===== config.mk =====
export PLATFORM = sky130hd
export DESIGN_NAME = reset_debounce
export DESIGN_NICKNAME = d
export VERILOG_FILES = /design/src/verilog/reset_debounce.sv
export VERILOG_INCLUDE_DIRS = /design/src /design/src/include
export SDC_FILE = /design/constraint.sdc
export NUM_CORES = 1
export LEC_CHECK = 0
export ABC_CLOCK_PERIOD_IN_PS = 4440
export BUFFER_PORTS_ARGS = -buffer_cell sky130_fd_sc_hd__buf_4
export CELL_PAD_IN_SITES_DETAIL_PLACEMENT = 1
export CELL_PAD_IN_SITES_GLOBAL_PLACEMENT = 1
export CORE_MARGIN = 2
export CORE_UTILIZATION = 48
export CTS_CLUSTER_SIZE = 12
export DETAILED_ROUTE_END_ITERATION = 8
export HOLD_SLACK_MARGIN = 0.02
export PLACE_DENSITY = 0.85
export SLEW_MARGIN = 5
export SYNTH_ARGS = -nofsm -noshare
export SYNTH_HDL_FRONTEND = slang
export SYNTH_SLANG_ARGS = --single-unit

===== constraint.sdc =====
create_clock -name clk -period 4.44 [get_ports clk]
set_input_delay 0.888 -clock clk [delete_from_list [all_inputs] [get_ports clk]]
set_output_delay 0.888 -clock clk [all_outputs]
set_load 0.01 [all_outputs]

===== src/include/mem_params.svh =====
`ifndef MEM_PARAMS_SVH
`define MEM_PARAMS_SVH

// byte address width of each AXI4-Lite port
`define MEM_ADDR_W		16

// data bus width
`define MEM_DATA_W		32

// implemented RAM words, byte addresses from 4*MEM_WORDS upward are unmapped
`define MEM_WORDS		4096

// clock cycles between two button samples
// about 3 ms at 95 MHz
`define DEBOUNCE_TICKS	285000

`endif


===== src/verilog/reset_debounce.sv =====
`timescale 1ns/1ps
`include "mem_params.svh"

module reset_debounce
#(
	parameter			TICKS		= `DEBOUNCE_TICKS
)
(
	input	logic		clk,
	input	logic		reset,
	input	logic		reset_btn,
	output	logic		btn_reset
);

	localparam			CNT_W		= (TICKS > 1) ? $clog2(TICKS) : 1;

	logic	[CNT_W-1:0]	counter;
	logic	[3:0]		samples;
	logic				tick;

	assign tick = (counter == CNT_W'(TICKS - 1));

	always_ff @(posedge clk) begin
		if (reset) begin
			counter		<= '0;
			samples		<= '0;
			btn_reset	<= 1'b0;
		end else if (tick) begin
			counter		<= '0;
			samples		<= {samples[2:0], reset_btn};

			// held for four samples
			if (samples == 4'b1111)
				btn_reset	<= 1'b1;
			// button let go
			else if (samples == 4'b1000)
				btn_reset	<= 1'b0;
		end else begin
			counter		<= counter + 1'b1;
		end
	end

endmodule


==> run metrics <==
Hold EP counter[0]; Max Buffers Root-to-Sink 2; clk_lat worst skew 0.31 ns; worst-path fanout max 18; crit path time final 1.97 ns; DR vias 932; drc violations 0; hold depth 1; syn nets 136; Worst Setup End Kind flip-flop; upper clock frequency limit 508 MHz; Mapped Cells 132; Die Y 52.7 microns; total CTS buffers 3; PD cells 320 nW/um^2; Initial Utilization 51.0%; final period utilization 44.3%; Hold Vio Cnt, Final 0; r2r endpoint counter[8]; DRT antenna net count 0; post-CTS setup buffer count 0; Die X 52.7 microns; Site Rows 17; Static Leak 0.381 nW; per-cell routed wire length 15.3 microns; clock sink count 24; reg-to-reg slack, setup 2.47 ns; final slew viol count 0; global route total overflow 0; HPWL Detailed 1.84 mm; CORE AREA 2230 sq um; final setup TNS 0 ns; r2r startpoint counter[0]; Worst Hold Launch counter[0]; Netlist cell types 29; fraction of layout cells with a size suffix above 1 7.46%; gpl congestion 0.830; initial antenna violation count 0; FFs w/ async S/R, synth 0%; kind of critical path reg2reg; PostCTS Resize Cnt 0; Avg Cell Area, Syn 8.63 sq um; final setup vio count 0; skew final 0.00294 ns; DIE AREA 2780 sq um; Reg clk slew, reported paths 0.13 ns; first-pass GRT wire length 4.06 mm; First DRT Iteration DRCs 8; Most used DFF post-synth dfxtp_1; htree depth 1; diode count 0; sequential element share of the synthesized area 42.2%; Syn. warnings 0; vias per cell 5.75; unrepaired setup endpoints after global routing no; largest net degree at the start of global routing 19; outcome finished clean; fin nets 139; Synth Cell Area 1140 sq um; normalized max-slew margin 50.0%; FF+latch count, synth 24; Inst Count DP 158; CP Launch Type flip-flop; vias in the first global route 903; Total Routed Length 2.48 mm; Area growth, synth to finish 6.37%; largest vdd supply drop 313 uV; worst endpoint data arrival time 2.15 ns; MaxCap Viol Count 0; worst hold path class reg2reg; number of synthesized flops with an enable pin 0; Top Ports 4; Layout Cells excl Fill 162; CTS tree done; hold buffers post-CTS 0; Total Routing Usage GR 20.4%; Worst Max-Slew Pin Slew 0.749 ns; Worst R2R Path Depth 5; port bufs 3; 1st-pass router iterations 4; CP required 4.62 ns; root buffer cell clkbuf_4
==> metal layers <==
metal / vias up / global-route usage [%] / routed length [microns]
met5: - / 0 / 0
met4: 0 / 3.85 / 17
met3: 2 / 5.14 / 41
met2: 6 / 36.5 / 1260
met1: 454 / 24.5 / 1160
li1: 470 / - / -
==> worst max-delay path by stage <==
stage	slack (ns)	startpoint	cells past startpoint	end
after floorplan	2.85	counter[7]	6	samples[0]
after global placement	2.58	counter[0]	5	counter[8]
after detailed placement	2.46	counter[0]	5	counter[14]
after CTS	2.44	counter[0]	5	counter[8]
after global routing	2.23	counter[0]	5	counter[8]
final	2.47	counter[0]	5	counter[8]
==> layout by cell type, fill, tap and decap left out, types with 2 or more instances in the layout <==
cell	n
xor2_1	5
clkbuf_4	3
buf_4	3
or3_1	5
nor2_1	15
mux2i_1	4
nor4_1	2
dfxtp_1	24
xnor2_1	7
nand2_1	11
nand3_1	10
o21ai_0	5
and3_1	4
nor3_1	6
nor4b_1	2
a21oi_1	6
inv_1	4
nand4_1	7
==> kinds of logic after synthesis <==
logic type                 Yosys count  synth area share [%]
and+or+nand+nor                     70                  33.7
AOI/OAI and AO/OA                   12                  5.60
buffers and inverters                9                  4.62
DFF                                 24                  42.2
adders and majority gates            1                  1.10
muxes                                4                  3.52
xor gates and xnor gates            12                  9.23
==> critical path, cell delays in order (launching register included) <==
cell and delay (ns):
dfxtp_1 0.40, ha_1 0.25, nor4bb_1 0.33, inv_1 0.12
o21ai_2 0.61, nor2_1 0.13
==> Yosys cell counts (4+ instances only) <==
library cell	count	area [sq um]
a21oi_1	6	30.0
and3_1	4	25.0
dfxtp_1	24	480
inv_1	4	15.0
mux2i_1	4	40.0
nand2_1	11	41.3
nand3_1	10	50.1
nand4_1	7	43.8
nor2_1	15	56.3
nor3_1	6	30.0
o21ai_0	5	25.0
or3_1	5	31.3
xnor2_1	7	61.3
xor2_1	5	43.8
==> sequential cells by signal (all words and copies together) (netlist names) <==
| register | flops |
|---|---|
| counter | 19 |
| samples | 4 |
| btn_reset | 1 |
==> power breakdown <==
| part | switching, mW | internal (mW) | total [mW] | leakage, nW |
|---|---|---|---|---|
| Sequential | 0.00245 | 0.218 | 0.220 | 0.194 |
| Combinational | 0.00611 | 0.00399 | 0.0101 | 0.160 |
| Clock | 0.0663 | 0.0912 | 0.158 | 0.0279 |
==> area by class of cell <==
type,count,area [sq um]
inverter,4,15.0
clock inverter,1,30.0
clock buffer,3,22.5
sequential,24,480
timing repair buffer,3,22.5
multi-input combinational,99,606
fill,271,1020
tap,28,35.0
==> through the flow <==
step	util [%]	cell area (sq um)	setup WS, ns	power, mW	hold WS, ns
after global placement	51.9	1160	2.58	0.234	0.452
after global routing	54.2	1210	2.23	0.402	0.528
after detailed placement	51.9	1160	2.46	0.235	0.470
after CTS	54.2	1210	2.44	0.393	0.493
after floorplan	-	1140	2.85	0.232	0.430
final	54.2	1210	2.47	0.388	0.490
No activity file was read; power rests on OpenSTA's default activity.
