--- config.mk ---
export PLATFORM = sky130hd
export DESIGN_NAME = axil_bram_ctrl
export DESIGN_NICKNAME = d
export VERILOG_FILES = /design/src/verilog/mem_pkg.sv /design/src/verilog/axil_bram_ctrl.sv
export VERILOG_INCLUDE_DIRS = /design/src /design/src/include
export SDC_FILE = /design/constraint.sdc
export NUM_CORES = 1
export LEC_CHECK = 0
export BUFFER_PORTS_ARGS = -buffer_cell sky130_fd_sc_hd__buf_2
export CAP_MARGIN = 20
export CORE_MARGIN = 10
export CORE_UTILIZATION = 25
export CTS_BUF_LIST = sky130_fd_sc_hd__clkbuf_8
export DETAILED_ROUTE_END_ITERATION = 10
export MAX_ROUTING_LAYER = met4
export PLACE_DENSITY = 0.84
export SYNTH_ARGS = -nofsm -noshare
export SYNTH_HDL_FRONTEND = slang
export SYNTH_SLANG_ARGS = --single-unit
--- constraint.sdc ---
create_clock -name clk -period 1.3 [get_ports clk]
set_input_delay 0.195 -clock clk [delete_from_list [all_inputs] [get_ports clk]]
set_output_delay 0.195 -clock clk [all_outputs]
set_load 0.03 [all_outputs]
--- src/include/mem_params.svh ---
`ifndef MEM_PARAMS_SVH
`define MEM_PARAMS_SVH

// byte address width of each AXI4-Lite port
`define MEM_ADDR_W		16

// data bus width
`define MEM_DATA_W		32

// implemented RAM words, byte addresses from 4*MEM_WORDS upward are unmapped
`define MEM_WORDS		4096

// clock cycles between two button samples
// about 3 ms at 95 MHz
`define DEBOUNCE_TICKS	285000

`endif

--- src/verilog/mem_pkg.sv ---
`include "mem_params.svh"

package mem_pkg;

	// one data word
	typedef logic [`MEM_DATA_W-1:0]		word_t;

	// one strobe per byte lane
	typedef logic [`MEM_DATA_W/8-1:0]	strb_t;

	// word address into the RAM
	typedef logic [$clog2(`MEM_WORDS)-1:0]	waddr_t;

	// AXI response codes in use
	typedef enum logic [1:0] {
		resp_okay	= 2'b00,
		resp_slverr	= 2'b10
	} axi_resp_t;

endpackage

--- src/verilog/axil_bram_ctrl.sv ---
`timescale 1ns/1ps
`include "mem_params.svh"

module axil_bram_ctrl
(
	input	logic						clk,
	input	logic						reset,

	// write address channel
	input	logic	[`MEM_ADDR_W-1:0]	awaddr,
	input	logic						awvalid,
	output	logic						awready,

	// write data channel
	input	mem_pkg::word_t				wdata,
	input	mem_pkg::strb_t				wstrb,
	input	logic						wvalid,
	output	logic						wready,

	// write response channel
	output	mem_pkg::axi_resp_t			bresp,
	output	logic						bvalid,
	input	logic						bready,

	// read address channel
	input	logic	[`MEM_ADDR_W-1:0]	araddr,
	input	logic						arvalid,
	output	logic						arready,

	// read data channel
	output	mem_pkg::word_t				rdata,
	output	mem_pkg::axi_resp_t			rresp,
	output	logic						rvalid,
	input	logic						rready,

	// RAM port
	output	logic						bram_en,
	output	mem_pkg::strb_t				bram_we,
	output	mem_pkg::waddr_t			bram_addr,
	output	mem_pkg::word_t				bram_wrdata,
	input	mem_pkg::word_t				bram_rddata
);

	typedef enum logic [1:0] {
		st_idle,
		st_wresp,
		st_rresp
	} state_t;

	state_t		state;
	logic		aw_in_range;
	logic		ar_in_range;
	logic		wr_hit;
	logic		rd_hit;

	assign aw_in_range	= (awaddr < (`MEM_WORDS * 4));
	assign ar_in_range	= (araddr < (`MEM_WORDS * 4));

	// RAM access happens in the ready cycle, payload is still held by the master
	assign wr_hit		= awready && aw_in_range;
	assign rd_hit		= arready && ar_in_range;

	assign bram_en		= wr_hit || rd_hit;
	assign bram_we		= wr_hit ? wstrb : '0;
	assign bram_wrdata	= wdata;
	assign bram_addr	= awready ? mem_pkg::waddr_t'(awaddr[`MEM_ADDR_W-1:2])
								  : mem_pkg::waddr_t'(araddr[`MEM_ADDR_W-1:2]);

	assign bvalid		= (state == st_wresp);
	assign rvalid		= (state == st_rresp);

	// RAM output holds since en stays low until the response is taken
	assign rdata		= (rresp == mem_pkg::resp_slverr) ? '0 : bram_rddata;

	always_ff @(posedge clk) begin
		if (reset) begin
			state	<= st_idle;
			awready	<= 1'b0;
			wready	<= 1'b0;
			arready	<= 1'b0;
		end else begin
			awready	<= 1'b0;
			wready	<= 1'b0;
			arready	<= 1'b0;

			case (state)
				st_idle: begin
					if (awready)
						state	<= st_wresp;
					else if (arready)
						state	<= st_rresp;
					// write wins over read
					else if (awvalid && wvalid) begin
						awready	<= 1'b1;
						wready	<= 1'b1;
					end else if (arvalid)
						arready	<= 1'b1;
				end

				st_wresp: begin
					if (bready)
						state	<= st_idle;
				end

				st_rresp: begin
					if (rready)
						state	<= st_idle;
				end

				default: state	<= st_idle;
			endcase
		end
	end

	// response codes latched at acceptance
	always_ff @(posedge clk) begin
		if (state == st_idle && awready)
			bresp	<= aw_in_range ? mem_pkg::resp_okay : mem_pkg::resp_slverr;

		if (state == st_idle && arready)
			rresp	<= ar_in_range ? mem_pkg::resp_okay : mem_pkg::resp_slverr;
	end

endmodule

==> flow_summary.yaml, run 1 <==
clock_tree:
  cts_hold_buffers: 0
  clock_sinks: 6
  insertion_delay_ps: 220
  clkTransAtPathRegs_ps: 40
  cts_root_buf: "clkbuf_8"
  htreeDepth: 1
  cts_buffer_depth: 2
  numCtsBuffers: 3
  cts_tree: "built"
synthesis:
  synth_top_area_cell: "buf_4"
  yosys.area.top_type_share_pct: 28.6
  synth_seq_cells: 6
  syn_inst: 113
  synth.distinct_cells: 23
  syn_avg_cell_area_sq_um: 8.13
  netlist_area_sq_um: 918
  seq_area_frac_synth_pct: 15.3
  yosysWarnings: 0
  synth_area_leaders: "buf_4 29%, nor2b_1 22%, mux2_2 15%, dfxtp_1 8.7%, edfxtp_1 6.5%"
layout:
  register_area_sq_um: 145
  fin_nets: 319
  syn_to_final_growth_pct: 113
  n_fill_cell: 288
  final_cells: 257
  layout-drive-gt1-share_pct: 90.5
  diodes: 0
  multi_input_area_sq_um: 676
global_route:
  track_usage_pct: 13.3
  overflow: 0
  antenna_found_initial: 0
  grt_pass1_wl_mm: 6.71
  grt_max_degree: 25
  first_global_vias: 1300
status:
  outcome: "complete, but fails checks"
  violations: "negative setup slack"
placement:
  port_buffers: 126
  place_congestion: 0.771
  place_inst: 251
  hpwl_mm: 3.71
detailed_routing:
  viasPerCell: 4.37
  first_pass_iters: 3
  vias: 1124
  drt_iter0_drc: 14
  drc: 0
  wl_per_cell_microns: 18.1
  ant_nets: 0
  drt-total-wl_mm: 4.64
worst_setup_path:
  worstPathRequired_ps: 1110
  reg2reg_from: "wready"
  crit_start: "wready"
  worst-setup-path-type: "reg -> out"
  startpoint_type: "register"
  crit_fanout: 7
  cp.arrival_ps: 1200
  end_kind: "output port"
die:
  fp.coreArea_sq_um: 3440
  fp.dieW_microns: 80.6
  die_area_sq_um: 6500
  die_y_microns: 80.6
  start_util_pct: 26.7
  boundaryPins: 197
  rows: 21
power:
  cellPowerDensity_nw_per_um2: 593
  p_leak_nw: 1.03
  ir_drop_uv: 707
  finalPower_mw: 1.16
timing:
  setup_viol: 49
  timing.final.ws_setup_ps: -92.9
  max_freq_mhz: 718
  hold_slack_ps: 166
  fin_crit_sh_pct: 107
  slew_viol_final: 0
  rsz0062_at_grt: "true"
  hold_viol_final: 0
  fin_crit_ps: 1390
  skew_ps: 3.12
worst_hold_path:
  worstHoldStart: "reset"
  hold_path.class: "in -> reg"
job:
  maxCapViolations: 0
-- registers in the layout, summed over array words and instances, names as in the netlist --
register  cells
bresp         1
wready        1
arready       1
state         2
rresp         1
-- placed cells by master (no fill, tap or decap), types with 2 or more instances in the layout --
cell       n
buf_4      2
conb_1     2
edfxtp_1   2
dfxtp_1    2
buf_2     78
nor2b_2   24
nor3b_1    3
and2_2     2
buf_12     2
and2_4     2
buf_6     49
inv_1      2
and2b_2    2
nor2b_4    7
mux2_4    12
clkbuf_8   3
nor4_1     2
-- synthesized netlist by cell type --
cell type / instances
or3b_2: 1
a21bo_2: 1
or4b_1: 1
and2b_2: 2
buf_2: 1
nor2_1: 1
o21ba_2: 1
and2_1: 4
dfxtp_1: 4
buf_4: 35
nor2b_1: 32
inv_1: 1
nor4_1: 2
nor3b_1: 4
a21oi_1: 1
clkbuf_1: 3
or2_2: 1
conb_1: 1
edfxtp_1: 2
mux2_2: 12
or3_1: 1
a21o_1: 1
nand2_1: 1
-- cell families after synthesis --
kind of cell	Yosys count	synth area share, %
AND/OR/NAND/NOR	50	35.3
buffers and inverters	40	30.8
multiplexers	12	14.7
flip-flops	6	15.3
AO/OA/AOI/OAI	4	3.54
other	1	0.408
-- worst max-delay path: stages (launching register included) --
cell,delay [ps]
dfxtp_4,390
buf_12,140
mux2_4,310
buf_6,140
-- through the flow --
step / setup WS, ps / TNS, ps / util, % / instance area (sq um)
floorplan: -73.8 / -1990 / - / 1020
global placement: 83.9 / 0 / 43.1 / 1480
detailed placement: 67.9 / 0 / 43.1 / 1480
CTS: -96.6 / -2180 / 55.5 / 1910
global route: -137 / -5240 / 56.7 / 1950
finish: -92.9 / -2800 / 56.7 / 1950
-- repair_timing --
action	CTS	global route
cloned	1	1
pin swaps	0	1
resized for setup	113	9
buffers inserted	1	0
setup endpoints to repair	49	51
-- per-layer routing --
| metal | vias to the layer above | track usage (%) | part of all wire, % |
|---|---|---|---|
| met1 | 485 | 12.6 | 36 |
| li1 | 523 | - | - |
| met5 | - | - | 0 |
| met3 | 6 | 8.91 | 17 |
| met2 | 110 | 22.5 | 46 |
| met4 | 0 | 1.94 | 0.52 |
-- cell type report --
cell class | instances | share of cell area (%)
sequential | 6 | 7.44
clock buffer | 3 | 2.12
tap | 46 | 2.95
multi-input combinational | 68 | 34.6
inverter | 1 | 0.192
clock inverter | 1 | 0.192
timing repair buffer | 132 | 52.5
-- power by group --
| part | switching [mW] | internal (mW) |
|---|---|---|
| Combinational | 0.318 | 0.335 |
| Sequential | 0.0140 | 0.204 |
| Clock | 0.0831 | 0.203 |
| Total | 0.415 | 0.742 |
-- final timing paths --
kind                                       to  slack (ps)  cells past startpoint
worst max-delay path            bram_addr[11]         -90                      3
worst min register to register         wready         530                      1
worst min-delay path                 state[1]         170                      2
worst max register to register       state[1]         110                      3
(Power assumes the default switching activity.)
==> run 2, diff against run 1 <==
--- a/config.mk
+++ b/config.mk
@@ -8,6 +8,7 @@
 export LEC_CHECK = 0
 export BUFFER_PORTS_ARGS = -buffer_cell sky130_fd_sc_hd__buf_2
 export CAP_MARGIN = 20
+export CORE_ASPECT_RATIO = 1.1
 export CORE_MARGIN = 10
 export CORE_UTILIZATION = 25
 export CTS_BUF_LIST = sky130_fd_sc_hd__clkbuf_8
==> flow_summary.yaml, run 2 (same netlist as run 1, synthesis figures left out) <==
status:
  outcome: "complete, but fails checks"
  violations: "negative setup slack"
die:
  rows: 23
  start_util_pct: 25.5
  die_area_sq_um: 6500
  fp.coreArea_sq_um: 3600
  boundaryPins: 197
  die_y_microns: 83.6
  fp.dieW_microns: 77.8
global_route:
  grt_max_degree: 29
  grt_util_met3_pct: 8.94
  overflow: 0
  gr-usage-met2_pct: 19.5
  track_usage_pct: 12.9
  first_global_vias: 1344
  grt_use_met1_pct: 14.1
  busiest_layer: "met2"
  antenna_found_initial: 0
  grt_pass1_wl_mm: 6.87
layout:
  layout_commonest_cell: "buf_2"
  syn_to_final_growth_pct: 133
  fin_nets: 323
  diodes: 0
  layout-drive-gt1-share_pct: 92.1
  final_cell_mix: "77 x buf_2, 51 x buf_6, 32 x nor2b_4"
  n_fill_cell: 278
  regMostFlops: "state"
  largest_reg_flops: 2
  final_cells: 265
detailed_routing:
  drt_iter0_drc: 10
  viasPerCell: 4.40
  wl_per_cell_microns: 18.2
  drt-total-wl_mm: 4.82
  first_pass_iters: 2
  vias: 1166
  drc: 0
  ant_nets: 0
worst_setup_path:
  worst-setup-path-type: "reg -> out"
  end_kind: "output port"
  startpoint_type: "register"
  cp.arrival_ps: 1200
  worstPathRequired_ps: 1110
  crit_fanout: 11
timing:
  rsz0062_at_grt: "true"
  max_freq_mhz: 719
  hold_slack_ps: 182
  timing.final.ws_setup_ps: -90.5
  hold_viol_final: 0
  fin_crit_sh_pct: 107
  fin_crit_ps: 1390
  slew_viol_final: 0
  setup_viol: 49
  skew_ps: 2.12
clock_tree:
  clock_sinks: 6
  clkTransAtPathRegs_ps: 40
  insertion_delay_ps: 220
  cts_root_buf: "clkbuf_8"
  htreeDepth: 1
  cts_tree: "built"
  numCtsBuffers: 3
  cts_buffer_depth: 2
placement:
  port_buffers: 126
  hpwl_mm: 3.60
  place_inst: 256
  place_congestion: 0.819
job:
  maxCapViolations: 0
power:
  cellPowerDensity_nw_per_um2: 562
  ir_drop_uv: 480
  p_leak_nw: 1.14
  finalPower_mw: 1.20
worst_hold_path:
  hold_path.class: "in -> reg"
-- run 2: changes by cell type in the layout (fill, tap and decap cells not counted), moves of 2 or more --
cell / before / now
nor2b_2: 24 / 0
mux2_2: 0 / 7
nor2b_4: 7 / 32
buf_6: 49 / 51
mux2_4: 12 / 5
and2_2: 2 / 0
clkbuf_16: 0 / 2
and2_4: 2 / 4
-- run 2: metal layers --
layer	routed length [microns]	up-vias
met4	0	0
met3	742	0
li1	-	532
met2	2110	126
met5	0	-
met1	1960	508
-- run 2: timing repair --
action | CTS | global route
cloned | 0 | 3
pin swaps | 0 | 4
gates resized for setup | 104 | 44
endpoints found under the setup margin | 49 | 54
setup buffers | 1 | 1
endpoints found under the hold margin | 0 | 0
hold buffers | 0 | 0
-- run 2: report_power, final --
group	internal (mW)	total, mW	switching (mW)	leakage, nW
Combinational	0.366	0.702	0.337	1.06
Clock	0.203	0.283	0.0804	0.0269
Sequential	0.204	0.215	0.0111	0.0519
-- run 2: path summary, 6_finish.rpt --
kind,startpoint,end,slack [ps],cells after the start
hold / removal,reset,state[1],180,2
setup reg to reg,wready,state[1],50,4
hold reg to reg,arready,wready,520,1
setup / recovery,wready,bram_addr[8],-90,3
-- run 2: worst max-delay path, cell delays in order, from the launching register on --
cell     delay, ps
dfxtp_4        360
buf_12         130
mux2_2         340
buf_6          140
-- run 2: metrics by stage --
step                      TNS (ps)  worst slack (ps)  area (sq um)  util, %
final                        -2490             -90.5          2140     59.4
after floorplan              -1990             -73.8          1020        -
after global routing         -4320              -125          2140     59.4
after CTS                    -2760             -92.0          1880     52.2
after global placement           0               105          1500     41.6
after detailed placement         0              69.3          1500     41.6
-- run 2: final cells by class --
type                       count  area, sq um  area share, %
timing repair buffer         136         1100           51.5
multi-input combinational     68          779           36.5
sequential                     6          146           6.85
tap                           50         62.6           2.93
clock buffer                   3         41.3           1.93
clock inverter                 1         3.75          0.176
inverter                       1         3.75          0.176
